===== config.mk =====
export PLATFORM = sky130hd
export DESIGN_NAME = execute_stage
export DESIGN_NICKNAME = d
export VERILOG_FILES = /design/src/hdl/mips_isa_pkg.sv /design/src/hdl/mips_pipe_pkg.sv /design/src/hdl/execute_stage.sv
export SDC_FILE = /design/constraint.sdc
export NUM_CORES = 1
export LEC_CHECK = 0
export ABC_AREA = 0
export BUFFER_PORTS_ARGS = -buffer_cell sky130_fd_sc_hd__clkbuf_2
export CAP_MARGIN = 5
export CORE_MARGIN = 5
export CORE_UTILIZATION = 50
export DETAILED_ROUTE_END_ITERATION = 12
export GPL_ROUTABILITY_DRIVEN = 0
export PLACE_DENSITY = 0.93
export SLEW_MARGIN = 5
export SYNTH_ARGS = -nofsm -noshare
export SYNTH_HDL_FRONTEND = slang
export SYNTH_SLANG_ARGS = --single-unit

===== constraint.sdc =====
create_clock -name vclk -period 5.3
set_clock_uncertainty 0.15 [all_clocks]
set_input_delay 0.265 -clock vclk [all_inputs]
set_output_delay 0.265 -clock vclk [all_outputs]
set_load 0.05 [all_outputs]

===== src/hdl/mips_isa_pkg.sv =====
// Instruction-set definitions for the MIPS integer core.
// Stages import this for field widths, opcode and function codes and ALU operations.
package mips_isa_pkg;

    localparam int WORD_W     = 32;
    localparam int REG_ADDR_W = 5;
    localparam int OPCODE_W   = 6;
    localparam int FUNCT_W    = 6;
    localparam int IMM_W      = 16;
    localparam int NUM_REGS   = 32;

    typedef logic [WORD_W-1:0]     word_t;
    typedef logic [REG_ADDR_W-1:0] reg_addr_t;

    // Fetch starts here after reset
    localparam word_t RESET_PC = 32'h0000_0000;

    // Primary opcodes of the supported subset
    typedef enum logic [OPCODE_W-1:0] {
        OP_SPECIAL = 6'h00,
        OP_J       = 6'h02,
        OP_BEQ     = 6'h04,
        OP_BNE     = 6'h05,
        OP_ADDIU   = 6'h09,
        OP_ORI     = 6'h0d,
        OP_LUI     = 6'h0f,
        OP_LW      = 6'h23,
        OP_SW      = 6'h2b
    } opcode_e;

    // Function codes under SPECIAL
    typedef enum logic [FUNCT_W-1:0] {
        FN_ADDU = 6'h21,
        FN_SUBU = 6'h23,
        FN_AND  = 6'h24,
        FN_OR   = 6'h25,
        FN_SLT  = 6'h2a
    } funct_e;

    typedef enum logic [2:0] {
        ALU_ADD,
        ALU_SUB,
        ALU_AND,
        ALU_OR,
        ALU_SLT,
        ALU_LUI
    } alu_op_e;

endpackage


===== src/hdl/mips_pipe_pkg.sv =====
// Pipeline-register layouts, forwarding selects and stage timing types.
// Shared by the stages and the core top level.
package mips_pipe_pkg;
    import mips_isa_pkg::*;

    // Cycles until a value is needed or becomes ready
    typedef logic [1:0] stage_time_t;

    typedef enum logic [1:0] {
        FWD_REG,
        FWD_EX_MEM,
        FWD_MEM_WB
    } fwd_sel_e;

    typedef struct packed {
        word_t       rs_value;
        word_t       rt_value;
        reg_addr_t   rs_addr;
        reg_addr_t   rt_addr;
        word_t       imm;
        word_t       pre_result;   // lui value, known in decode
        alu_op_e     alu_op;
        logic        alu_src_imm;
        logic        mem_read;
        logic        mem_write;
        reg_addr_t   dst;          // zero when nothing is written
        stage_time_t new_time;
    } id_ex_t;

    typedef struct packed {
        word_t       alu_result;
        word_t       store_data;
        reg_addr_t   store_src;
        logic        mem_read;
        logic        mem_write;
        reg_addr_t   dst;
        stage_time_t new_time;
    } ex_mem_t;

    typedef struct packed {
        word_t     value;
        reg_addr_t dst;
    } mem_wb_t;

    // Operand multiplexer shared by every forwarding point
    function automatic word_t fwd_pick(fwd_sel_e sel, word_t reg_value,
                                       word_t mem_value, word_t wb_value);
        case (sel)
            FWD_EX_MEM: return mem_value;
            FWD_MEM_WB: return wb_value;
            default:    return reg_value;
        endcase
    endfunction

endpackage


===== src/hdl/execute_stage.sv =====
// Execute stage with operand forwarding and the ALU.
// Also carries the store data and memory flags on to the memory stage.
module execute_stage (
    input  mips_pipe_pkg::id_ex_t   stage,
    input  mips_pipe_pkg::fwd_sel_e rs_sel,
    input  mips_pipe_pkg::fwd_sel_e rt_sel,
    input  mips_isa_pkg::word_t     mem_result,
    input  mips_isa_pkg::word_t     wb_result,
    output mips_pipe_pkg::ex_mem_t  result
);
    import mips_isa_pkg::*;
    import mips_pipe_pkg::*;

    word_t op_a;
    word_t rt_fwd;
    word_t op_b;
    word_t alu_out;

    assign op_a   = fwd_pick(rs_sel, stage.rs_value, mem_result, wb_result);
    assign rt_fwd = fwd_pick(rt_sel, stage.rt_value, mem_result, wb_result);
    assign op_b   = stage.alu_src_imm ? stage.imm : rt_fwd;

    always_comb begin
        case (stage.alu_op)
            ALU_SUB: alu_out = op_a - op_b;
            ALU_AND: alu_out = op_a & op_b;
            ALU_OR:  alu_out = op_a | op_b;
            ALU_SLT: alu_out = {31'b0, $signed(op_a) < $signed(op_b)};
            ALU_LUI: alu_out = stage.pre_result;
            default: alu_out = op_a + op_b;
        endcase
    end

    always_comb begin
        result.alu_result = alu_out;
        result.store_data = rt_fwd;
        result.store_src  = stage.rt_addr;
        result.mem_read   = stage.mem_read;
        result.mem_write  = stage.mem_write;
        result.dst        = stage.dst;
        // One stage closer to ready, never below zero
        result.new_time   = (stage.new_time == '0) ? '0 : stage.new_time - 2'd1;
    end

endmodule


# After elaboration in Yosys (flattened, before gate mapping)
# Index checks and enable logic that the tools add are counted.
[classes]
n_addsub = 3
multipliers = 0
div_mod_pow = 0
n_lt_le_gt_ge = 1
eq_ne = 9
shifts = 0
muxes = 5
bitwise = 2
n_reduce_logical = 1
[op_table]
columns = ["op", "count"]
rows = [
  ["32-bit one-hot mux with 5 select lines", 1],
  ["32-bit one-hot mux with 2 select lines", 2],
  ["32-bit adder", 1],
  ["32-bit AND", 1],
  ["32-bit less-than comparator", 1],
  ["32-bit two-way mux", 1],
  ["32-bit OR", 1],
  ["32-bit subtractor", 1],
  ["3-bit by 2-bit equality test with 1-bit output, second input constant", 2],
  ["3-bit equality test, second input constant", 2],
  ["2-bit by 1-bit equality test with 1-bit output, second input constant", 2],
  ["2-bit equality test, second input constant", 2],
  ["3-bit by 1-bit equality test with 1-bit output, second input constant", 1],
  ["2-bit zero test", 1],
  ["2-bit two-way mux", 1],
  ["2-bit by 1-bit subtractor with 2-bit output, second input constant", 1],
]
[totals]
register_bits = 0
latch_bits = 0
mem_bits_rw = 0
romBits = 0
word_cells = 21
n_memories = 0

# Depth between registers and ports, before layout
# Gate-level depths: netlist of run 1.
[depth]
ltp_word = 5
depth_mapped = 18

# Least setup slack after synthesis of run 1
# Ideal clock, no wire load.
[synth_path]
kind = "input to output"
startpoint = "input port rt_sel[0]"
endpoint = "output port result[70] (netlist bit)"
t_arrival_ps = 4614
t_required_ps = 4885
setup_slack_ps = 271
stages = 18
n_path_buf = 2
path_cell_list = "inv_1 ha_1 clkbuf_1 buf_1 nor2_1 a21oi_1 o21ai_0 ha_1 fa_1 a21oi_1 o311ai_1 a21o_1 a31oi_1 o211ai_1 a32o_1 a31oi_1 o221ai_1 a22oi_1"
[synth_rtl]
columns = ["element", "line_no", "source"]
rows = [
  ["start: declaration", "execute_stage.sv:6", "input mips_pipe_pkg::fwd_sel_e rt_sel,"],
  ["end: declaration", "execute_stage.sv:9", "output mips_pipe_pkg::ex_mem_t result"],
]

==> impl_metrics.py, run 1 <==
metrics = {
    "die": {
        "dieHeight_um": 128.3,
        "initial_core_util_pct": 50.65,
        "rows": 43,
        "floorplan.core_area_um2": 13830,
        "die_area_um2": 16470,
        "io_pins": 297,
        "die_width_um": 128.3,
    },
    "setup_path": {
        "worstSetupStartpoint": "rt_sel[0]",
        "required_ns": 4.89,
        "cp-end-kind": "primary output",
        "cp_max_fo": 24,
        "criticalPathCategory": "in -> out",
        "crit_path_end": "result[72]",
        "worstSetupStartpointType": "input port",
        "arrival_ns": 4.72,
    },
    "sta": {
        "tns_ns": 0,
        "fmax_mhz": 194.6,
        "max_slew_margin_pct": 25.22,
        "hold_viol": 0,
        "drv_slew": 0,
        "fin_crit_sh_pct": 96.96,
        "worst_slew_pin_slew_ns": 1.119,
        "setup_viol_count_final": 0,
        "min_period_ns": 5.139,
        "grt_setup_unrepaired": "no",
    },
    "synth": {
        "synth_top_area_cell": "ha_1",
        "syn_avg_cell_area_um2": 6.111,
        "synth_common_cells": "inv_1 (134), nor2_1 (124), a21oi_1 (117)",
        "ys_warn_count": 0,
        "yosysMostFrequentCell": "inv_1",
        "synth_area_um2": 7003,
        "synth_cell_type_count": 72,
        "synth_area_leaders": "ha_1 (18%), a21oi_1 (8.4%), a22oi_1 (7.2%), inv_1 (7.2%), o21ai_0 (6.7%)",
        "syn_nets": 1467,
        "syn-instance-count": 1146,
        "yosys.area.top_type_share_pct": 17.87,
        "seq_area_frac_synth_pct": 0,
    },
    "global_routing": {
        "grt_first_pass_wirelength_um": 46240,
        "antenna_found_initial": 2,
        "grt_max_degree": 59,
        "first_global_vias": 9301,
        "grt_usage_pct": 33.83,
        "grt_overflow": 0,
    },
    "layout": {
        "layout-drive-gt1-share_pct": 23.49,
        "areaGrowthSynthToFinish_pct": 21.15,
        "fillers": 1242,
        "fin_area_um2": 8484,
        "design.seq.count": 0,
        "fin_nets": 1677,
        "clockBufferCount": 0,
        "ff_latch_area_um2": 0,
    },
    "job": {
        "maxCapViolations": 0,
    },
    "power": {
        "p_per_area_nw_per_um2": 214.3,
        "ir_drop_mv": 0.1091,
        "p_leak_nw": 4.381,
    },
    "place": {
        "port_buffers": 268,
        "placed_cell_area_um2": 8479,
        "dpl.hpwl_um": 24660,
    },
    "worst_hold_path": {
        "holdCritStartpoint": "stage[79]",
        "hold_path.class": "in -> out",
    },
    "route": {
        "routedWlPerCell_um": 19.60,
        "postRouteAntennaNets": 0,
        "vias_per_cell": 6.598,
        "vias": 10130,
        "first_iter_violations": 1774,
        "firstDrtPassIters": 12,
        "drc": 1,
        "routed_wl_um": 30110,
    },
    "run_status": {
        "status": "complete, but fails checks",
        "violations": "design-rule violations",
    },
}
[metal layers]
| metal | track usage, % | vias to the layer above | routed length (µm) | share of wire, % |
|---|---|---|---|---|
| met2 | 54.21 | 899 | 13090 | 43 |
| met3 | 8.883 | 220 | 4487 | 15 |
| li1 | - | 4558 | - | - |
| met1 | 42.59 | 4457 | 10750 | 36 |
| met5 | 0 | - | 0 | 0 |
| met4 | 15.11 | 0 | 1779 | 5.9 |
[layout by cell type, fill, tap and decap left out, drive strengths merged, types with 5 or more instances in the layout]
| master | n |
|---|---|
| inv | 134 |
| ha | 100 |
| o21bai | 12 |
| o21a | 7 |
| o311ai | 5 |
| a221oi | 5 |
| clkbuf | 264 |
| o22ai | 8 |
| a31oi | 5 |
| nand2b | 9 |
| nand2 | 112 |
| a211oi | 31 |
| nand3 | 14 |
| a21o | 23 |
| a22oi | 67 |
| nor2 | 124 |
| o211ai | 11 |
| and3 | 7 |
| o221ai | 17 |
| o21ai | 99 |
| nor3 | 18 |
| nor2b | 18 |
| a21oi | 117 |
| buf | 37 |
| a221o | 31 |
[worst max-delay path, cell delays in order]
cell and delay [ns]:
clkbuf_2 0.10, inv_1 0.05, ha_2 0.47, buf_4 0.33
nor2_1 0.08, a21oi_1 0.25, o21ai_0 0.17, ha_1 0.63
o21ai_0 0.20, a311o_1 0.44, a211oi_1 0.39, o31a_1 0.27
nor2_1 0.10, a21oi_1 0.26, o221ai_1 0.17, a22oi_1 0.34
buf_12 0.19
[where the power goes]
group          leakage [nW]  switching (mW)  internal (mW)
Sequential                0               0              0
Clock             0.0000127               0   0.0000000506
Combinational          4.38            1.23          0.588
[logic make-up after synthesis]
kind of cell / synth area share, %
AND/OR/NAND/NOR: 20.67
AO/OA/AOI/OAI: 47.38
adder cells (fa/ha/maj): 18.44
multiplexers: 0.1429
buffers and inverters: 13.11
XOR/XNOR: 0.2502
[final cells by class]
cell class / count / area [µm²] / area share [%]
antenna: 2 / 5.005 / 0.05899
tap: 180 / 225.2 / 2.654
timing repair buffer: 301 / 1649 / 19.44
inverter: 136 / 510.5 / 6.017
multi-input combinational: 917 / 6095 / 71.83
[stage by stage]
step / util [%] / setup slack, ns / std cells / power, mW / hold WS (ns)
6_report: 61.36 / 0.1612 / 1536 / 1.818 / 0.3800
3_5_place_dp: 61.32 / 0.2596 / 1534 / 1.754 / 0.3803
3_3_place_gp: 61.32 / 0.3591 / 1534 / 1.705 / 0.3803
4_1_cts: 61.32 / 0.2411 / 1534 / 1.760 / 0.3803
2_1_floorplan: - / 0.2705 / 1146 / 1.289 / 0.5471
5_1_grt: 61.36 / 0.02983 / 1536 / 1.934 / 0.3801
[timing repair]
item                                    4_1_cts  5_1_grt
endpoints found under the setup margin        0        4
hold buffers                                  0        0
resized for setup                             0        2
setup buffers                                 0        0
[how the worst min path moves through the flow]
stage,to,cells after the start
5_1_grt,result[3],0
4_1_cts,result[8],0
3_3_place_gp,result[8],0
2_1_floorplan,result[10],1
6_report,result[11],0
3_5_place_dp,result[8],0
Note: power is estimated with default switching activity, not from simulation.
==> run 2, diff against run 1 <==
==> constraint.sdc (replaced) <==
create_clock -name vclk -period 5.3
set_clock_uncertainty 0.15 [all_clocks]
set_input_delay 1.06 -clock vclk [all_inputs]
set_output_delay 1.06 -clock vclk [all_outputs]
set_load 0.05 [all_outputs]
==> run 2 against run 1 <==
Effect of this change:
- the run now fails in 5_1_grt
- synthesized cell count is the same
- area after synthesis unchanged
==> impl_metrics.py, run 2 <==
metrics = {
    "synth": {
        "yosys.area.top_type_share_pct": 17.87,
        "ys_warn_count": 0,
        "seq_area_frac_synth_pct": 0,
        "synthMuxAreaShare_pct": 0.1429,
        "synth_area_um2": 7003,
        "syn_avg_cell_area_um2": 6.111,
        "syn_nets": 1467,
        "synthSimpleGateAreaFrac_pct": 20.67,
        "synth_cell_type_count": 72,
        "synthAdderAreaFrac_pct": 18.44,
        "synth_top_family_by_area": "compound AO/OA/AOI/OAI gates",
        "yosysMostFrequentCell": "inv_1",
        "synth_compound_area_share_pct": 47.38,
        "syn-instance-count": 1146,
        "synth_common_cells": "inv_1 (134), nor2_1 (124), a21oi_1 (117)",
        "synth_area_leaders": "ha_1 (18%), a21oi_1 (8.4%), a22oi_1 (7.2%), inv_1 (7.2%), o21ai_0 (6.7%)",
        "synth_xor_area_share_pct": 0.2501,
        "synth_top_area_cell": "ha_1",
    },
    "die": {
        "die_width_um": 128.3,
        "dieHeight_um": 128.3,
        "io_pins": 297,
        "rows": 43,
        "initial_core_util_pct": 50.65,
    },
    "clocking": {
        "hold_buffers": 0,
    },
    "global_routing": {
        "grt_max_degree": 59,
        "first_global_vias": 15530,
        "grt_overflow": 4,
        "grt_first_pass_wirelength_um": 91200,
        "grt_usage_pct": 72.10,
    },
    "run_status": {
        "first-error": "[ERROR GRT-0116] Global routing finished with congestion. Check the congestion regions in the DRC Viewer.",
        "haltStage": "5_1_grt",
        "status": "did not finish",
    },
    "place": {
        "pre_cts_ws_ns": -0.8824,
        "port_buffers": 268,
        "placed_cell_area_um2": 11110,
        "dpl.hpwl_um": 31670,
    },
}
[run 2: metal layers]
layer	GRT usage, %	GRT overflow
met3	60.94	0
met5	27.06	0
met2	88.94	1
met1	68.99	0
met4	71.97	3
[run 2: logic make-up after synthesis]
| logic type | count (synthesis) |
|---|---|
| AO/OA/AOI/OAI | 484 |
| AND/OR/NAND/NOR | 328 |
| buffers and inverters | 229 |
| adder cells (fa/ha/maj) | 102 |
| XOR/XNOR | 2 |
| multiplexers | 1 |
[run 2: stage by stage]
stage          cells  TNS [ns]
2_1_floorplan   1146    -2.458
4_1_cts         1869    -10.57
3_5_place_dp    1828    -18.53
3_3_place_gp    1828    -13.72
[run 2: timing repair]
action,CTS
endpoints found under the setup margin,28
resized for setup,203
pin swaps,72
setup buffers,42
==> run 3, diff against run 2 <==
CORE_UTILIZATION = 35   (was 50)
PLACE_DENSITY = unset   (was 0.93)
PLACE_DENSITY_LB_ADDON = 0.15   (was unset)
==> run 3 against run 2 <==
Effect of this change:
- the flow now finishes, with violations (negative setup slack)
==> impl_metrics.py, run 3 (synthesized netlist as in run 1, its figures left out) <==
metrics = {
    "place": {
        "port_buffers": 268,
        "placed_cell_area_um2": 11730,
        "dpl.hpwl_um": 29160,
        "dp.cells": 1982,
        "pre_cts_ws_ns": -0.8610,
    },
    "die": {
        "die_width_um": 151.5,
        "rows": 51,
        "io_pins": 297,
        "floorplan.core_area_um2": 19590,
        "die_area_um2": 22940,
        "dieHeight_um": 151.5,
        "initial_core_util_pct": 35.75,
    },
    "setup_path": {
        "worstSetupStartpointType": "input port",
        "cp-end-kind": "primary output",
        "arrival_ns": 4.76,
        "crit_chain": "clkbuf_16, inv_8, ha_4, buf_6, a22oi_1, nor2_1, a21oi_2, o21ai_2, inv_2, ha_2, o21bai_4, a221oi_4, a2111oi_4, buf_4, buf_6, a21o_4, o311a_4, a211oi_4, buf_4, nor3_1, a22oi_2, buf_12",
        "critical_path_depth": 22,
        "slowest_delay_ns": 0.34,
        "cp_max_fo": 7,
        "critical_path_buf_inv_count": 8,
        "cp_slowest_cell": "o311a_4",
        "required_ns": 4.09,
        "critical-path-top-delay-family": "compound AO/OA/AOI/OAI gates",
        "criticalPathCategory": "in -> out",
    },
    "global_routing": {
        "grt_first_pass_wirelength_um": 53660,
        "grt_overflow": 0,
        "antenna_found_initial": 1,
        "grt_usage_pct": 28.96,
        "first_global_vias": 10670,
        "grt_max_degree": 59,
    },
    "sta": {
        "setup_slack_ns": -0.6688,
        "drv_slew": 0,
        "worst_slew_pin_slew_ns": 0.7261,
        "hold_viol": 0,
        "setup_viol_count_final": 26,
        "grt_setup_unrepaired": "yes",
        "fmax_mhz": 167.5,
        "min_period_ns": 5.969,
        "fin_crit_sh_pct": 112.6,
        "max_slew_margin_pct": 51.54,
        "tns_ns": -12.12,
    },
    "layout": {
        "clockBufferCount": 0,
        "fin_area_um2": 13060,
        "ff_latch_area_um2": 0,
        "areaGrowthSynthToFinish_pct": 86.55,
        "final_common_cell": "buf_4",
        "design.seq.count": 0,
        "fin_nets": 2080,
        "n_antenna_cell": 0,
        "mostFrequentLayoutCells": "buf_4 (406), clkbuf_2 (237), inv_1 (129), nor2_1 (116), nand2_1 (110)",
        "stdcell_count": 2022,
        "layout-drive-gt1-share_pct": 49.80,
    },
    "power": {
        "power_frac_clock_pct": 0,
        "intPower_mw": 1.294,
        "power_switching_mw": 1.498,
        "switching_share_pct": 53.67,
        "ir_drop_mv": 0.09966,
        "p_leak_nw": 6.625,
        "p_per_area_nw_per_um2": 213.7,
        "combPwrFrac_pct": 100.0,
        "finalPower_mw": 2.792,
        "power_frac_seq_pct": 0,
    },
    "route": {
        "drc": 0,
        "routed_wl_um": 35560,
        "postRouteAntennaNets": 0,
        "routedWlPerCell_um": 17.59,
        "vias_per_cell": 5.497,
        "vias": 11120,
        "firstDrtPassIters": 5,
        "first_iter_violations": 837,
    },
    "run_status": {
        "violations": "negative setup slack",
        "status": "complete, but fails checks",
    },
    "worst_hold_path": {
        "hold_depth": 0,
        "hold_path.class": "in -> out",
    },
    "clocking": {
        "hold_buffers": 0,
    },
    "job": {
        "maxCapViolations": 0,
    },
}
## run 3: worst paths after layout
kind | slack (ns) | to | from
worst min-delay path | 1.97 | result[11] | stage[79]
worst max-delay path | -0.67 | result[70] | rt_sel[0]
## run 3: stage by stage
step	hold slack [ns]	utilization, %
final	1.970	66.69
after global routing	1.970	66.69
after CTS	1.970	63.58
after detailed placement	1.970	59.87
after global placement	1.970	59.87
after floorplan	2.137	-
## run 3: power by group through the flow
stage          Sequential (mW)  Clock (mW)  Combinational, mW
3_5_place_dp                 0           0               2.38
6_report                     0           0               2.79
4_1_cts                      0           0               2.59
3_3_place_gp                 0           0               2.35
5_1_grt                      0           0               2.97
2_1_floorplan                0           0               1.37
## run 3: cell type report
type / count / area, µm²
fill: 1715 / 6526
tap: 265 / 331.6
multi-input combinational: 917 / 7058
timing repair buffer: 704 / 5154
inverter: 136 / 520.5
## run 3: repair_timing
item / in CTS / in global routing
setup endpoints to repair: 27 / 28
pin swaps: 56 / 60
cloned: 0 / 1
hold endpoints to repair: 0 / 0
gates resized for setup: 137 / 106
buffers inserted: 21 / 22
## run 3: metal layers
metal | GRT usage (%) | part of all wire, % | vias up
met5 | 0 | 0.020 | -
met4 | 10.20 | 4.3 | 2
met3 | 3.450 | 8.3 | 105
met2 | 51.77 | 49 | 576
met1 | 35.66 | 39 | 5070
li1 | - | - | 5362
==> run 4, diff against run 3 <==
clock period = 7.2 ns   (was 5.3 ns; I/O delays follow)
==> run 4 against run 3 <==
Effect of this change:
- the flow now finishes without violations
- non-clock buffer count is 337 lower
- first-iteration DRC count grew 0.72%
- critical endpoint is now result[66]
- largest power group unchanged
- global-route usage fell by 2.6 points
- combinational power down 47%
- sequential share of layout area did not move
- sequential cell count did not move
- routed wire length decreased by 10%
- core utilization decreased by 19 points
- critical path type unchanged
- clock-buffer cell count stayed put
- final area down 28%
- setup slack improved by 0.81 ns
==> impl_metrics.py, run 4 (synthesized netlist as in run 1, its figures left out) <==
metrics = {
    "run_status": {
        "status": "finished, final reports clean",
    },
    "global_routing": {
        "met1_usage_pct": 37.14,
        "grt_first_pass_wirelength_um": 48360,
        "grt_max_degree": 59,
        "grt_usage_pct": 26.38,
        "antenna_found_initial": 1,
        "use_met3_pct": 5.235,
        "grt_busiest_layer": "met2",
        "grt_util_met2_pct": 42.92,
        "first_global_vias": 8943,
        "grt_overflow": 0,
    },
    "route": {
        "firstDrtPassIters": 7,
        "routed_wl_um": 31840,
        "vias_per_cell": 5.703,
        "routedWlPerCell_um": 18.89,
        "first_iter_violations": 843,
        "postRouteAntennaNets": 0,
        "vias": 9616,
        "drc": 0,
    },
    "job": {
        "maxCapViolations": 0,
    },
    "setup_path": {
        "cp_max_fo": 24,
        "critical_path_buf_inv_count": 6,
        "critical-path-top-delay-family": "compound AO/OA/AOI/OAI gates",
        "cp-end-kind": "primary output",
        "arrival_ns": 5.47,
        "cp_slowest_cell": "o21ai_0",
        "criticalPathCategory": "in -> out",
        "slowest_delay_ns": 0.50,
        "worstSetupStartpointType": "input port",
        "required_ns": 5.61,
        "crit_chain": "clkbuf_2, inv_1, ha_2, buf_4, buf_12, nor2_1, a21oi_1, o21ai_0, inv_1, ha_1, a21o_1, a221o_1, a21o_1, o311a_4, a211oi_4, o221ai_1, a22oi_2, buf_12",
    },
    "layout": {
        "ff_latch_area_um2": 0,
        "layout-drive-gt1-share_pct": 28.87,
        "stdcell_count": 1686,
        "fin_nets": 1743,
        "areaGrowthSynthToFinish_pct": 33.50,
        "clockBufferCount": 0,
        "mostFrequentLayoutCells": "clkbuf_2 (254), inv_1 (134), nor2_1 (123), a21oi_1 (112), nand2_1 (112)",
        "design.seq.count": 0,
        "fillers": 2097,
        "final_common_cell": "clkbuf_2",
    },
    "sta": {
        "min_period_ns": 7.062,
        "hold_viol": 0,
        "grt_setup_unrepaired": "yes",
        "fin_crit_sh_pct": 98.08,
        "tns_ns": 0,
        "worst_slew_pin_slew_ns": 1.142,
        "setup_viol_count_final": 0,
        "max_slew_margin_pct": 23.71,
        "fmax_mhz": 141.6,
        "drv_slew": 0,
    },
    "power": {
        "intPower_uw": 554.4,
        "combPwrFrac_pct": 100.0,
        "power_switching_uw": 932.0,
        "power_frac_seq_pct": 0,
        "switching_share_pct": 62.70,
        "p_per_area_nw_per_um2": 159.0,
        "power_frac_clock_pct": 0,
        "ir_drop_mv": 0.06771,
        "p_leak_nw": 4.760,
    },
    "die": {
        "dieHeight_um": 151.5,
        "floorplan.core_area_um2": 19590,
        "rows": 51,
        "initial_core_util_pct": 35.75,
        "die_area_um2": 22940,
        "io_pins": 297,
        "die_width_um": 151.5,
    },
    "place": {
        "dp.cells": 1682,
        "port_buffers": 268,
        "dpl.hpwl_um": 26540,
    },
    "worst_hold_path": {
        "hold_path.class": "in -> out",
    },
}
==> run 4: power groups by stage <==
stage / logic, mW / clock network (mW) / registers, mW
after floorplan: 0.952 / 0 / 0
after global placement: 1.42 / 0 / 0
after detailed placement: 1.43 / 0 / 0
after CTS: 1.44 / 0 / 0
after global routing: 1.60 / 0.0000000186 / 0
final: 1.49 / 0.0000000187 / 0
==> run 4: layout make-up <==
type / instances / area [µm²] / area share (%)
diodes: 1 / 2.502 / 0.02677
inverters: 136 / 510.5 / 5.460
multi-input cells: 917 / 6212 / 66.45
well taps: 265 / 331.6 / 3.547
repair buffers: 367 / 2292 / 24.52
==> run 4: metal layers <==
layer | share of wire [%] | up-vias
met4 | 1.3 | 0
met5 | 0 | -
met3 | 10 | 31
met1 | 44 | 4417
li1 | - | 4699
met2 | 44 | 469
==> run 4: worst paths after layout <==
kind  startpoint          to  slack (ns)  cells after the start
max    rt_sel[0]  result[66]        0.14                     18
min    stage[79]  result[11]        2.73                      0
==> run 4: repair_timing <==
item                                    4_1_cts  5_1_grt
gates resized for setup                       2       41
pin swaps                                     0        7
hold buffers                                  0        0
setup buffers                                 0        3
endpoints found under the setup margin        2       21
==> run 4: stage by stage <==
stage | utilization (%) | total power [mW] | hold slack, ns | area [µm²] | setup WS (ns)
after global placement | 47.00 | 1.425 | 2.730 | 9206 | 0.02053
after floorplan | - | 0.9520 | 2.897 | 7018 | 0.02382
after global routing | 47.72 | 1.603 | 2.730 | 9349 | -0.01273
final | 47.72 | 1.486 | 2.730 | 9349 | 0.1384
after CTS | 47.03 | 1.441 | 2.730 | 9214 | 0.06088
after detailed placement | 47.00 | 1.434 | 2.730 | 9206 | -0.02086
